**src/verilog/exc_pkg.sv**
```systemverilog
`default_nettype none

package exc_pkg;

   ////////////////////////////////////////////////////////////
   // Exception codes and CP0 register numbers
   ////////////////////////////////////////////////////////////

   // MIPS ExcCode values, as stored in Cause
   typedef enum logic [4:0] {
      EXC_INT  = 5'd0,
      EXC_ADEL = 5'd4,
      EXC_ADES = 5'd5,
      EXC_SYS  = 5'd8,
      EXC_BP   = 5'd9,
      EXC_RI   = 5'd10,
      EXC_OV   = 5'd12
   } exc_code_e;

   typedef enum logic [4:0] {
      CP0_BADVADDR = 5'd8,
      CP0_COUNT    = 5'd9,
      CP0_COMPARE  = 5'd11,
      CP0_STATUS   = 5'd12,
      CP0_CAUSE    = 5'd13,
      CP0_EPC      = 5'd14
   } cp0_reg_e;

   // Data access size
   typedef enum logic [1:0] {
      SIZE_BYTE = 2'd0,
      SIZE_HALF = 2'd1,
      SIZE_WORD = 2'd2
   } mem_size_e;

   ////////////////////////////////////////////////////////////
   // Cause and Status layouts
   ////////////////////////////////////////////////////////////

   typedef struct packed {
      logic        bd;
      logic        ti;
      logic [13:0] rsvd_hi;
      logic [7:0]  ip;
      logic        rsvd_7;
      exc_code_e   exc_code;
      logic [1:0]  rsvd_lo;
   } cause_fields_t;

   typedef union packed {
      logic [31:0]   raw;
      cause_fields_t f;
   } cause_u;

   typedef struct packed {
      logic [15:0] rsvd_hi;
      logic [7:0]  im;
      logic [5:0]  rsvd_lo;
      logic        exl;
      logic        ie;
   } status_fields_t;

   typedef union packed {
      logic [31:0]    raw;
      status_fields_t f;
   } status_u;

   // Bits that MTC0 may change
   localparam logic [31:0] STATUS_WR_MASK = 32'h0000_ff03;
   // Only the two software interrupt bits in Cause
   localparam logic [31:0] CAUSE_WR_MASK  = 32'h0000_0300;

endpackage

`default_nettype wire

```
**src/verilog/cp0_regs.sv**
```systemverilog
`timescale 1ns/10ps
`default_nettype none

module cp0_regs (
   input  wire                    clk,
   input  wire                    rst,
   input  wire [5:0]              hw_int,
   input  wire [4:0]              rd_addr,
   output logic [31:0]            rd_data,
   input  wire                    wr_en,
   input  wire [4:0]              wr_addr,
   input  wire [31:0]             wr_data,
   input  wire                    exc_take,
   input  wire exc_pkg::exc_code_e exc_take_code,
   input  wire [31:0]             exc_take_epc,
   input  wire                    exc_take_bd,
   input  wire [31:0]             exc_take_badvaddr,
   input  wire                    eret_take,
   output logic [31:0]            epc,
   output logic                   int_pending
);

   exc_pkg::status_u status_r;
   exc_pkg::status_u status_nxt;
   exc_pkg::cause_u  cause_r;
   exc_pkg::cause_u  cause_nxt;
   logic [31:0]      epc_r;
   logic [31:0]      badvaddr_r;
   logic [31:0]      count_r;
   logic [31:0]      compare_r;
   logic             compare_wr;
   logic             ti_nxt;
   logic             adr_err;

   ////////////////////////////////////////////////////////////
   // Timer and interrupt request
   ////////////////////////////////////////////////////////////

   assign compare_wr = wr_en && (wr_addr == exc_pkg::CP0_COMPARE);

   // Timer match is sticky until Compare is rewritten
   assign ti_nxt = !compare_wr && ((count_r == compare_r) || cause_r.f.ti);

   assign int_pending = status_r.f.ie && !status_r.f.exl &&
                        (|(cause_r.f.ip & status_r.f.im));

   assign adr_err = (exc_take_code == exc_pkg::EXC_ADEL) ||
                    (exc_take_code == exc_pkg::EXC_ADES);

   ////////////////////////////////////////////////////////////
   // Status and Cause next state
   ////////////////////////////////////////////////////////////

   always_comb begin
      status_nxt = status_r;
      cause_nxt  = cause_r;

      // Software writes work on the whole word
      if (wr_en && (wr_addr == exc_pkg::CP0_STATUS)) begin
         status_nxt.raw = (status_r.raw & ~exc_pkg::STATUS_WR_MASK) |
                          (wr_data & exc_pkg::STATUS_WR_MASK);
      end
      if (wr_en && (wr_addr == exc_pkg::CP0_CAUSE)) begin
         cause_nxt.raw = (cause_r.raw & ~exc_pkg::CAUSE_WR_MASK) |
                         (wr_data & exc_pkg::CAUSE_WR_MASK);
      end

      // Hardware lines resampled each cycle
      // Timer shares ip[7]
      cause_nxt.f.ti      = ti_nxt;
      cause_nxt.f.ip[7:2] = {hw_int[5] | ti_nxt, hw_int[4:0]};

      // Exception record last so it beats a software write
      if (exc_take) begin
         status_nxt.f.exl   = 1'b1;
         cause_nxt.f.exc_code = exc_take_code;
         cause_nxt.f.bd     = exc_take_bd;
      end else if (eret_take) begin
         status_nxt.f.exl   = 1'b0;
      end
   end

   ////////////////////////////////////////////////////////////
   // Registers
   ////////////////////////////////////////////////////////////

   always_ff @(posedge clk) begin
      if (rst) begin
         status_r   <= '0;
         cause_r    <= '0;
         epc_r      <= '0;
         badvaddr_r <= '0;
         count_r    <= '0;
         compare_r  <= '0;
      end else begin
         status_r <= status_nxt;
         cause_r  <= cause_nxt;

         if (wr_en && (wr_addr == exc_pkg::CP0_COUNT)) begin
            count_r <= wr_data;
         end else begin
            count_r <= count_r + 32'd1;
         end

         if (compare_wr) begin
            compare_r <= wr_data;
         end

         if (exc_take) begin
            epc_r <= exc_take_epc;
         end else if (wr_en && (wr_addr == exc_pkg::CP0_EPC)) begin
            epc_r <= wr_data;
         end

         // BadVAddr is read only for software
         if (exc_take && adr_err) begin
            badvaddr_r <= exc_take_badvaddr;
         end
      end
   end

   assign epc = epc_r;

   // MFC0 read mux
   always_comb begin
      case (rd_addr)
         exc_pkg::CP0_BADVADDR: rd_data = badvaddr_r;
         exc_pkg::CP0_COUNT:    rd_data = count_r;
         exc_pkg::CP0_COMPARE:  rd_data = compare_r;
         exc_pkg::CP0_STATUS:   rd_data = status_r.raw;
         exc_pkg::CP0_CAUSE:    rd_data = cause_r.raw;
         exc_pkg::CP0_EPC:      rd_data = epc_r;
         default:               rd_data = 32'h0;
      endcase
   end

endmodule

`default_nettype wire

```
**src/verilog/exc_commit.sv**
```systemverilog
`timescale 1ns/10ps
`default_nettype none

module exc_commit #(
   parameter logic [31:0] EXC_VECTOR = 32'hbfc0_0380
) (
   input  wire                    clk,
   input  wire                    rst,

   // Upstream from the memory stage
   input  wire                    in_valid,
   output logic                   in_ready,
   input  wire [31:0]             in_pc,
   input  wire [31:0]             in_inst,
   input  wire                    in_delay_slot,
   input  wire                    in_eret,

   // Result of the detector for the current payload
   input  wire                    exc_valid,
   input  wire exc_pkg::exc_code_e exc_code,
   input  wire [31:0]             exc_badvaddr,
   input  wire [31:0]             epc,

   // Retire port
   output logic                   out_valid,
   input  wire                    out_ready,
   output logic [31:0]            out_pc,
   output logic [31:0]            out_inst,

   // Redirect port
   output logic                   flush,
   output logic [31:0]            redirect_pc,

   // Record strobes to CP0
   output logic                   exc_take,
   output exc_pkg::exc_code_e     exc_take_code,
   output logic [31:0]            exc_take_epc,
   output logic                   exc_take_bd,
   output logic [31:0]            exc_take_badvaddr,
   output logic                   eret_take
);

   logic accept;
   logic retire_load;

   ////////////////////////////////////////////////////////////
   // Acceptance and classification
   ////////////////////////////////////////////////////////////

   // Free unless a retired instruction is still waiting
   assign in_ready = !out_valid || out_ready;
   assign accept   = in_valid && in_ready;

   // An exception wins over ERET
   assign exc_take    = accept && exc_valid;
   assign eret_take   = accept && !exc_valid && in_eret;
   assign retire_load = accept && !exc_valid && !in_eret;

   // CP0 writes its record on the acceptance edge
   assign exc_take_code     = exc_code;
   assign exc_take_bd       = in_delay_slot;
   assign exc_take_badvaddr = exc_badvaddr;

   // Delay slot restarts at the branch
   assign exc_take_epc = in_delay_slot ? (in_pc - 32'd4) : in_pc;

   ////////////////////////////////////////////////////////////
   // Control state
   ////////////////////////////////////////////////////////////

   always_ff @(posedge clk) begin
      if (rst) begin
         out_valid <= 1'b0;
         flush     <= 1'b0;
      end else begin
         // One-cycle pulse after a trap or ERET
         flush <= exc_take || eret_take;

         if (retire_load) begin
            out_valid <= 1'b1;
         end else if (out_ready) begin
            out_valid <= 1'b0;
         end
      end
   end

   ////////////////////////////////////////////////////////////
   // Payload and redirect target
   ////////////////////////////////////////////////////////////

   always_ff @(posedge clk) begin
      if (retire_load) begin
         out_pc   <= in_pc;
         out_inst <= in_inst;
      end

      if (exc_take) begin
         redirect_pc <= EXC_VECTOR;
      end else if (eret_take) begin
         redirect_pc <= epc;
      end
   end

endmodule

`default_nettype wire

```
**src/verilog/exc_detect.sv**
```systemverilog
`timescale 1ns/10ps
`default_nettype none

module exc_detect (
   input  wire [31:0]              pc,
   input  wire                     ri,
   input  wire                     syscall,
   input  wire                     brk,
   input  wire                     overflow,
   input  wire                     load,
   input  wire                     store,
   input  wire exc_pkg::mem_size_e mem_size,
   input  wire [31:0]              mem_addr,
   input  wire                     int_pending,
   output logic                    exc_valid,
   output exc_pkg::exc_code_e      exc_code,
   output logic [31:0]             badvaddr
);

   logic fetch_err;
   logic data_mis;
   logic load_err;
   logic store_err;

   ////////////////////////////////////////////////////////////
   // Alignment checks
   ////////////////////////////////////////////////////////////

   assign fetch_err = (pc[1:0] != 2'b00);

   // Byte accesses are never misaligned
   always_comb begin
      case (mem_size)
         exc_pkg::SIZE_HALF: data_mis = mem_addr[0];
         exc_pkg::SIZE_WORD: data_mis = (mem_addr[1:0] != 2'b00);
         default:            data_mis = 1'b0;
      endcase
   end

   assign load_err  = load && data_mis;
   assign store_err = store && data_mis;

   ////////////////////////////////////////////////////////////
   // Priority encoder
   ////////////////////////////////////////////////////////////

   // Highest priority first
   always_comb begin
      exc_valid = 1'b1;
      exc_code  = exc_pkg::EXC_INT;
      badvaddr  = 32'h0;
      if (int_pending) begin
         exc_code = exc_pkg::EXC_INT;
      end else if (fetch_err) begin
         exc_code = exc_pkg::EXC_ADEL;
         badvaddr = pc;
      end else if (ri) begin
         exc_code = exc_pkg::EXC_RI;
      end else if (syscall) begin
         exc_code = exc_pkg::EXC_SYS;
      end else if (brk) begin
         exc_code = exc_pkg::EXC_BP;
      end else if (overflow) begin
         exc_code = exc_pkg::EXC_OV;
      end else if (load_err) begin
         exc_code = exc_pkg::EXC_ADEL;
         badvaddr = mem_addr;
      end else if (store_err) begin
         exc_code = exc_pkg::EXC_ADES;
         badvaddr = mem_addr;
      end else begin
         exc_valid = 1'b0;
      end
   end

endmodule

`default_nettype wire

```
**src/verilog/exc_unit_top.sv**
```systemverilog
`timescale 1ns/10ps
`default_nettype none

module exc_unit_top #(
   parameter logic [31:0] EXC_VECTOR = 32'hbfc0_0380
) (
   input  wire                    clk,
   input  wire                    rst,

   // Memory stage handshake and payload
   input  wire                    in_valid,
   output wire                    in_ready,
   input  wire [31:0]             in_pc,
   input  wire [31:0]             in_inst,
   input  wire                    in_delay_slot,
   input  wire                    in_ri,
   input  wire                    in_syscall,
   input  wire                    in_break,
   input  wire                    in_overflow,
   input  wire                    in_eret,
   input  wire                    in_load,
   input  wire                    in_store,
   input  wire exc_pkg::mem_size_e in_mem_size,
   input  wire [31:0]             in_mem_addr,

   // Retire port
   output wire                    out_valid,
   input  wire                    out_ready,
   output wire [31:0]             out_pc,
   output wire [31:0]             out_inst,

   // Redirect
   output wire                    flush,
   output wire [31:0]             redirect_pc,

   // CP0 software port and interrupt lines
   input  wire [4:0]              cp0_rd_addr,
   output wire [31:0]             cp0_rd_data,
   input  wire                    cp0_wr_en,
   input  wire [4:0]              cp0_wr_addr,
   input  wire [31:0]             cp0_wr_data,
   input  wire [5:0]              hw_int
);

   logic               exc_valid;
   exc_pkg::exc_code_e exc_code;
   logic [31:0]        exc_badvaddr;
   logic               int_pending;
   logic [31:0]        epc;

   logic               exc_take;
   exc_pkg::exc_code_e exc_take_code;
   logic [31:0]        exc_take_epc;
   logic               exc_take_bd;
   logic [31:0]        exc_take_badvaddr;
   logic               eret_take;

   exc_detect i_detect (
      .pc          (in_pc),
      .ri          (in_ri),
      .syscall     (in_syscall),
      .brk         (in_break),
      .overflow    (in_overflow),
      .load        (in_load),
      .store       (in_store),
      .mem_size    (in_mem_size),
      .mem_addr    (in_mem_addr),
      .int_pending (int_pending),
      .exc_valid   (exc_valid),
      .exc_code    (exc_code),
      .badvaddr    (exc_badvaddr)
   );

   exc_commit #(
      .EXC_VECTOR (EXC_VECTOR)
   ) i_commit (
      .clk               (clk),
      .rst               (rst),
      .in_valid          (in_valid),
      .in_ready          (in_ready),
      .in_pc             (in_pc),
      .in_inst           (in_inst),
      .in_delay_slot     (in_delay_slot),
      .in_eret           (in_eret),
      .exc_valid         (exc_valid),
      .exc_code          (exc_code),
      .exc_badvaddr      (exc_badvaddr),
      .epc               (epc),
      .out_valid         (out_valid),
      .out_ready         (out_ready),
      .out_pc            (out_pc),
      .out_inst          (out_inst),
      .flush             (flush),
      .redirect_pc       (redirect_pc),
      .exc_take          (exc_take),
      .exc_take_code     (exc_take_code),
      .exc_take_epc      (exc_take_epc),
      .exc_take_bd       (exc_take_bd),
      .exc_take_badvaddr (exc_take_badvaddr),
      .eret_take         (eret_take)
   );

   cp0_regs i_cp0 (
      .clk               (clk),
      .rst               (rst),
      .hw_int            (hw_int),
      .rd_addr           (cp0_rd_addr),
      .rd_data           (cp0_rd_data),
      .wr_en             (cp0_wr_en),
      .wr_addr           (cp0_wr_addr),
      .wr_data           (cp0_wr_data),
      .exc_take          (exc_take),
      .exc_take_code     (exc_take_code),
      .exc_take_epc      (exc_take_epc),
      .exc_take_bd       (exc_take_bd),
      .exc_take_badvaddr (exc_take_badvaddr),
      .eret_take         (eret_take),
      .epc               (epc),
      .int_pending       (int_pending)
   );

endmodule

`default_nettype wire
```
**config.mk**
```make
export PLATFORM = sky130hd
export DESIGN_NAME = exc_unit_top
export DESIGN_NICKNAME = d
export VERILOG_FILES = /design/src/verilog/exc_pkg.sv /design/src/verilog/cp0_regs.sv /design/src/verilog/exc_commit.sv /design/src/verilog/exc_detect.sv /design/src/verilog/exc_unit_top.sv
export SDC_FILE = /design/constraint.sdc
export NUM_CORES = 1
export LEC_CHECK = 0
export ABC_AREA = 1
export BUFFER_PORTS_ARGS = -buffer_cell sky130_fd_sc_hd__buf_2
export CAP_MARGIN = 20
export CORE_MARGIN = 8
export CORE_UTILIZATION = 38
export DETAILED_ROUTE_END_ITERATION = 10
export MAX_ROUTING_LAYER = met4
export PLACE_DENSITY_LB_ADDON = 0.08
export SYNTH_ARGS = -nofsm -noshare
export SYNTH_HDL_FRONTEND = slang
export SYNTH_SLANG_ARGS = --single-unit
```
**constraint.sdc**
```tcl
create_clock -name clk -period 6.1 [get_ports clk]
set_clock_uncertainty 0.1 [all_clocks]
set_input_delay 0.61 -clock clk [delete_from_list [all_inputs] [get_ports clk]]
set_output_delay 0.61 -clock clk [all_outputs]
set_load 0.02 [all_outputs]
```
-- After elaboration in Yosys (flattened, before gate mapping)
Cells that the tools add are included.
- reduce and logical (&&, ||, !) cells: 32
- bitwise logic cells: 4
- mux-type cells: 38
- equality and inequality tests: 16
- add/subtract/negate cells: 2
- operators by type and width (cell ; number):
    two-way mux 32 bit ; 13
    case mux 32 bit (6 select lines) ; 1
    == test 5 x 4 -> 1 bit (second input constant) ; 11
    two-way mux 5 bit ; 8
    adder 32 x 1 -> 32 bit (second input constant) ; 1
    == test 32 bit ; 1
    OR 32 x 10 -> 32 bit ; 1
    OR 32 x 16 -> 32 bit ; 1
    subtractor 32 x 3 -> 32 bit (second input constant) ; 1
    logical AND 1 bit ; 16
    two-way mux 1 bit ; 13
    == test 5 x 3 -> 1 bit (second input constant) ; 2
    nonzero test 2 bit ; 5
    bitwise AND 8 bit ; 1
    OR reduction 8 bit ; 1
    logical NOT 1 bit ; 5
    logical OR 1 bit ; 4
    two-way mux 3 bit ; 1
    nonzero test 3 bit ; 1
    == test 2 x 1 -> 1 bit (second input constant) ; 1
    == test 2 bit (second input constant) ; 1
    two-way mux 2 bit ; 1
    case mux 1 bit (2 select lines) ; 1
    OR 1 bit ; 1
- output and inout bits: 131
- input port bits: 159
- word-level logic and storage cells: 106
- bits in registers: 290

-- Logic depth before layout (Yosys ltp)
- word-level depth: 16
- depth in mapped cells: 15
- depth with buffers taken out: 14

-- Modules after synthesis
From an unflattened synthesis, not the netlist that was laid out.
- cells, all modules: 1740
- area, all modules: 13274.0 µm²
- modules (own cells, without submodules) (module ; times used ; seq. area each (µm²) ; cells each ; area each (µm²)):
    cp0_regs ; 1 ; 3062.9 ; 1164 ; 7898.8
    exc_commit ; 1 ; 2602.5 ; 430 ; 4336.7
    exc_detect ; 1 ; 0.0 ; 146 ; 1038.5

-- Worst setup path before layout
No wires, ideal clock.
- kind: input port to flip-flop
- from: input in_mem_size[0]
- to: register i_commit.out_inst[0] (enable)
- arrival: 4014 ps
- stages on the path: 7
- path slack: 1498 ps
- setup time: 488 ps
- cells stage by stage: inv_1 > ha_1 > nor2_1 > nor2_2 > o211ai_2 > nand4_2 > nor2_1
- cells in the longest elaborated chain, start to end: 14
- elaborated cells between the ends (all ways): 16
- RTL lines (element ; RTL line ; RTL):
    start: declaration ; exc_unit_top.sv:23 ; input wire exc_pkg::mem_size_e in_mem_size,
    == test 2 bit / == test 2 x 1 -> 1 bit (equally long branches) ; exc_detect.sv:33 ; case (mem_size)
    case mux 1 bit (2 select lines) * ; exc_detect.sv:33 ;
    logical AND 1 bit ; exc_detect.sv:41 ; assign store_err = store && data_mis;
    two-way mux 1 bit ; exc_detect.sv:68 ; end else if (store_err) begin
    two-way mux 1 bit * ; exc_detect.sv:65 ; end else if (load_err) begin
    two-way mux 1 bit * ; exc_detect.sv:63 ; end else if (overflow) begin
    two-way mux 1 bit * ; exc_detect.sv:61 ; end else if (brk) begin
    two-way mux 1 bit * ; exc_detect.sv:59 ; end else if (syscall) begin
    two-way mux 1 bit * ; exc_detect.sv:57 ; end else if (ri) begin
    two-way mux 1 bit * ; exc_detect.sv:54 ; end else if (fetch_err) begin
    two-way mux 1 bit * ; exc_detect.sv:52 ; if (int_pending) begin
    logical NOT 1 bit * ; exc_commit.sv:57 ; assign retire_load = accept && !exc_valid && !in_eret;
    logical AND 1 bit * (2 in series) ; exc_commit.sv:57 ;
    net i_commit.retire_load ; exc_commit.sv:44 ; logic retire_load;
    end signal: assignment ; exc_commit.sv:94 ; out_inst <= in_inst;
    end: declaration ; exc_commit.sv:28 ; output logic [31:0] out_inst,
The timed path passes the listed nets; every way through them passes the cells marked *.
A chain may end at the register's enable or synchronous reset.

-- Worst setup path in the final report
- from: input cp0_rd_addr[1]
- to: output cp0_rd_data[0]
- cells in the longest elaborated chain, start to end: 2
- elaborated cells between the ends (all ways): 7
- RTL lines (element ; RTL line ; RTL):
    start: declaration ; exc_unit_top.sv:37 ; input wire [4:0] cp0_rd_addr,
    == test 5 x 4 -> 1 bit ; cp0_regs.sv:126 ; case (rd_addr)
    case mux 32 bit (6 select lines) * ; cp0_regs.sv:126 ;
    end: declaration ; exc_unit_top.sv:38 ; output wire [31:0] cp0_rd_data,
Mark *: on every way between the ends. The rest lies on a longest branch, timed or not.

==> qor.yml <==
synthesis:
  syn_nets: 1904
  synth_edf_count: 64
  ys_ff_latch: 250
  synth_area_leader_cell: "dfxtp_1"
  synth_top_area_share_pct: 29.6
  synth_most_common_cell: "nand2_1"
  ys_types: 48
  yosysSeqAreaShare_pct: 44.8
  synth-main-ff-cell: "dfxtp_1"
  synth_area_leaders: "dfxtp_1 30%, edfxtp_1 15%, nand2_1 13%, nor2_1 6.4%, inv_1 6.1%"
  async_flop_share_pct: 0
  netlist_instances: 1741
  synth_common_cells: "438 x nand2_1, 214 x nor2_1, 206 x inv_1"
  synth_area_per_cell_sq_um: 7.23
  ys_warn_count: 0
  netlist_area_sq_mm: 0.0126
pwr:
  switching_share_pct: 25.6
  pwr-share-seq_pct: 46.3
  p_leak_nw: 6.82
  combPwrFrac_pct: 9.5
  p_int_mw: 2.87
  netSwitchingPower_uw: 988
  pwr-share-clk_pct: 44.2
  peakVddDrop_v: 0.000215
  power_density_mw_per_mm2: 253
worst_setup_path:
  end_kind: "primary output"
  arrival_ns: 2.86
  crit_path_max_fanout: 29
  crit_chain: "buf_2, inv_1, nand3_1, nor2_1, inv_1, nor2_1, a221oi_1, o221ai_1, buf_2"
  critPathKind: "in -> out"
  cpMaxStageDelayCell: "inv_1"
  slowest_delay_ns: 0.79
  cp.required_ns: 5.39
  start_kind: "primary input"
place:
  post-dp-hpwl_mm: 37.7
  place_area_sq_mm: 0.0143
  gp_congestion: 0.972
  io_buffers: 289
  dp_cells: 2402
final_layout:
  layout-drive-gt1-share_pct: 19.1
  diodes: 0
  fin_area_sq_mm: 0.0153
  num-fill-cells: 3422
  nNetsFinal: 2154
  final_util_pct: 46.8
  synthToLayoutAreaGrowth_pct: 21.2
  fin_cells: 2455
clocking:
  numCtsBuffers: 28
  insertion_delay_ns: 0.55
  cts_sinks: 250
  post_cts.repair.setup_buffers: 0
  path_clk_slew_ns: 0.06
  clock_path_buffers: 3
  clock-root-buffer: "clkbuf_16"
  htreeDepth: 1
  ctsHoldBuffers: 0
  post_cts_resized: 0
  cts_tree: "built"
routing:
  route.detailed.wl_per_inst_um: 20.0
  drt_iter0_markers: 1092
  dr.pass1.iters: 5
  ant_nets: 0
  num_vias: 12800
  drt_wl_total_mm: 49.1
  drc_errors: 0
  viasPerCell: 5.22
sta:
  tns_ns: 0
  worst_pin_slew_ns: 1.11
  timing.fmax_ghz: 0.280
  fin_crit_ns: 3.57
  fin_hold_ws_ns: 0.130
  finalSetupViolCount: 0
  fin_crit_sh_pct: 58.6
  rsz0062_at_grt: "false"
  slew_headroom_pct: 26.0
  hold_violations: 0
  slew_viol_final: 0
run_status:
  status: "finished, final reports clean"
global_route:
  grt_antenna_before_repair: 0
  grt_pass1_vias: 12500
  overflow: 0
  grt_use_total_pct: 25.2
  grt_pass1_wl_mm: 74.3
  grt_max_degree: 81
job:
  maxCapViolations: 0
die:
  rows: 66
  core_sq_mm: 0.0326
  die_y_um: 198
  die_x_um: 198
  dieArea_sq_mm: 0.0392
  start_util_pct: 38.6
  io-pin-count: 290
worst_hold_path:
  hold_class: "in -> reg"
==> flip-flops by register name, summed over array words and instances (netlist names), 14 cells and up <==
name                  cells
i_commit.out_pc          32
i_cp0.count_r            32
i_cp0.badvaddr_r         32
i_cp0.epc                32
i_cp0.compare_r          32
i_commit.redirect_pc     32
i_commit.out_inst        32
i_cp0.cause_r            14
==> metal layers <==
metal	global-route usage [%]	routed length, um	vias to the layer above
li1	-	-	6248
met1	31.9	21100	6014
met2	41.7	23500	467
met3	3.16	3010	77
met4	7.41	1540	0
met5	-	0	-
==> critical path, delay by kind of cell <==
family	cells	cell delay [ns]
buffers and inverters	4	1.18
AND/OR/NAND/NOR	3	0.42
AO/OA/AOI/OAI	2	0.64
==> logic make-up (layout without fill, tap and decap cells) <==
kind of cell             Yosys count  after routing  share of synthesized area, %
AO/OA/AOI/OAI                    328            328                          15.6
XOR/XNOR                          28             28                          1.95
AND/OR/NAND/NOR                  835            835                          27.9
adder cells (fa/ha/maj)            4              4                         0.397
buffers and inverters            295            567                          9.31
multiplexers                       1              1                        0.0795
flip-flops                       250            250                          44.8
==> power by group through the flow <==
| stage | combinational (mW) | clock (mW) | sequential [mW] |
|---|---|---|---|
| after floorplan | 0.210 | 0 | 1.81 |
| after global placement | 0.362 | 0 | 1.82 |
| after detailed placement | 0.366 | 0 | 1.82 |
| after CTS | 0.368 | 1.74 | 1.79 |
| after global routing | 0.412 | 1.81 | 1.79 |
| final | 0.368 | 1.71 | 1.79 |
==> cell usage in the layout, fill, tap and decap left out, types with 4 or more instances in the layout <==
cell / synthesis / layout
a21oi_1: 77 / 77
a221oi_1: 14 / 14
a22oi_1: 24 / 24
a31oi_1: 6 / 6
buf_2: 18 / 289
buf_4: 7 / 9
clkbuf_1: 47 / 7
clkbuf_16: 0 / 30
clkinv_1: 2 / 5
clkinv_2: 0 / 6
dfxtp_1: 186 / 186
edfxtp_1: 64 / 64
ha_1: 4 / 4
inv_1: 206 / 206
inv_2: 8 / 8
nand2_1: 438 / 438
nand2_2: 6 / 6
nand3_1: 92 / 92
nand4_1: 27 / 27
nor2_1: 214 / 213
nor2_2: 10 / 10
nor2_4: 4 / 5
nor3_1: 21 / 20
nor3b_1: 4 / 4
o211ai_1: 26 / 26
o21ai_0: 116 / 116
o21ai_1: 9 / 9
o221ai_1: 18 / 18
o22ai_1: 30 / 30
or2_2: 5 / 5
xnor2_1: 4 / 4
xor2_1: 24 / 24
==> per-stage QoR <==
stage          power [mW]  setup WS [ns]
2_1_floorplan        2.02           1.50
3_3_place_gp         2.19           2.35
3_5_place_dp         2.19           2.30
4_1_cts              3.90           2.57
5_1_grt              4.01           2.37
6_report             3.86           2.53
==> cell type report <==
type                            instances  area, sq um  share of cell area (%)
Clock inverter                         12          109                   0.714
Sequential cell                       250         5650                    37.0
Multi-Input combinational cell       1196         5790                    37.9
Tap cell                              442          553                    3.63
Inverter                              216          811                    5.31
Clock buffer                           40          810                    5.31
Timing Repair Buffer                  299         1540                    10.1
==> worst paths after layout <==
kind | startpoint | endpoint | slack [ns] | depth (start not counted)
worst max-delay path | cp0_rd_addr[1] | cp0_rd_data[0] | 2.53 | 9
worst min-delay path | in_inst[12] | i_commit.out_inst[12] | 0.13 | 1
worst max register to register | i_cp0.status_r[8] | i_cp0.badvaddr_r[3] | 2.68 | 11
worst min register to register | i_commit.redirect_pc[28] | i_commit.redirect_pc[28] | 0.36 | 2
Power figures use the tool's default switching activity.
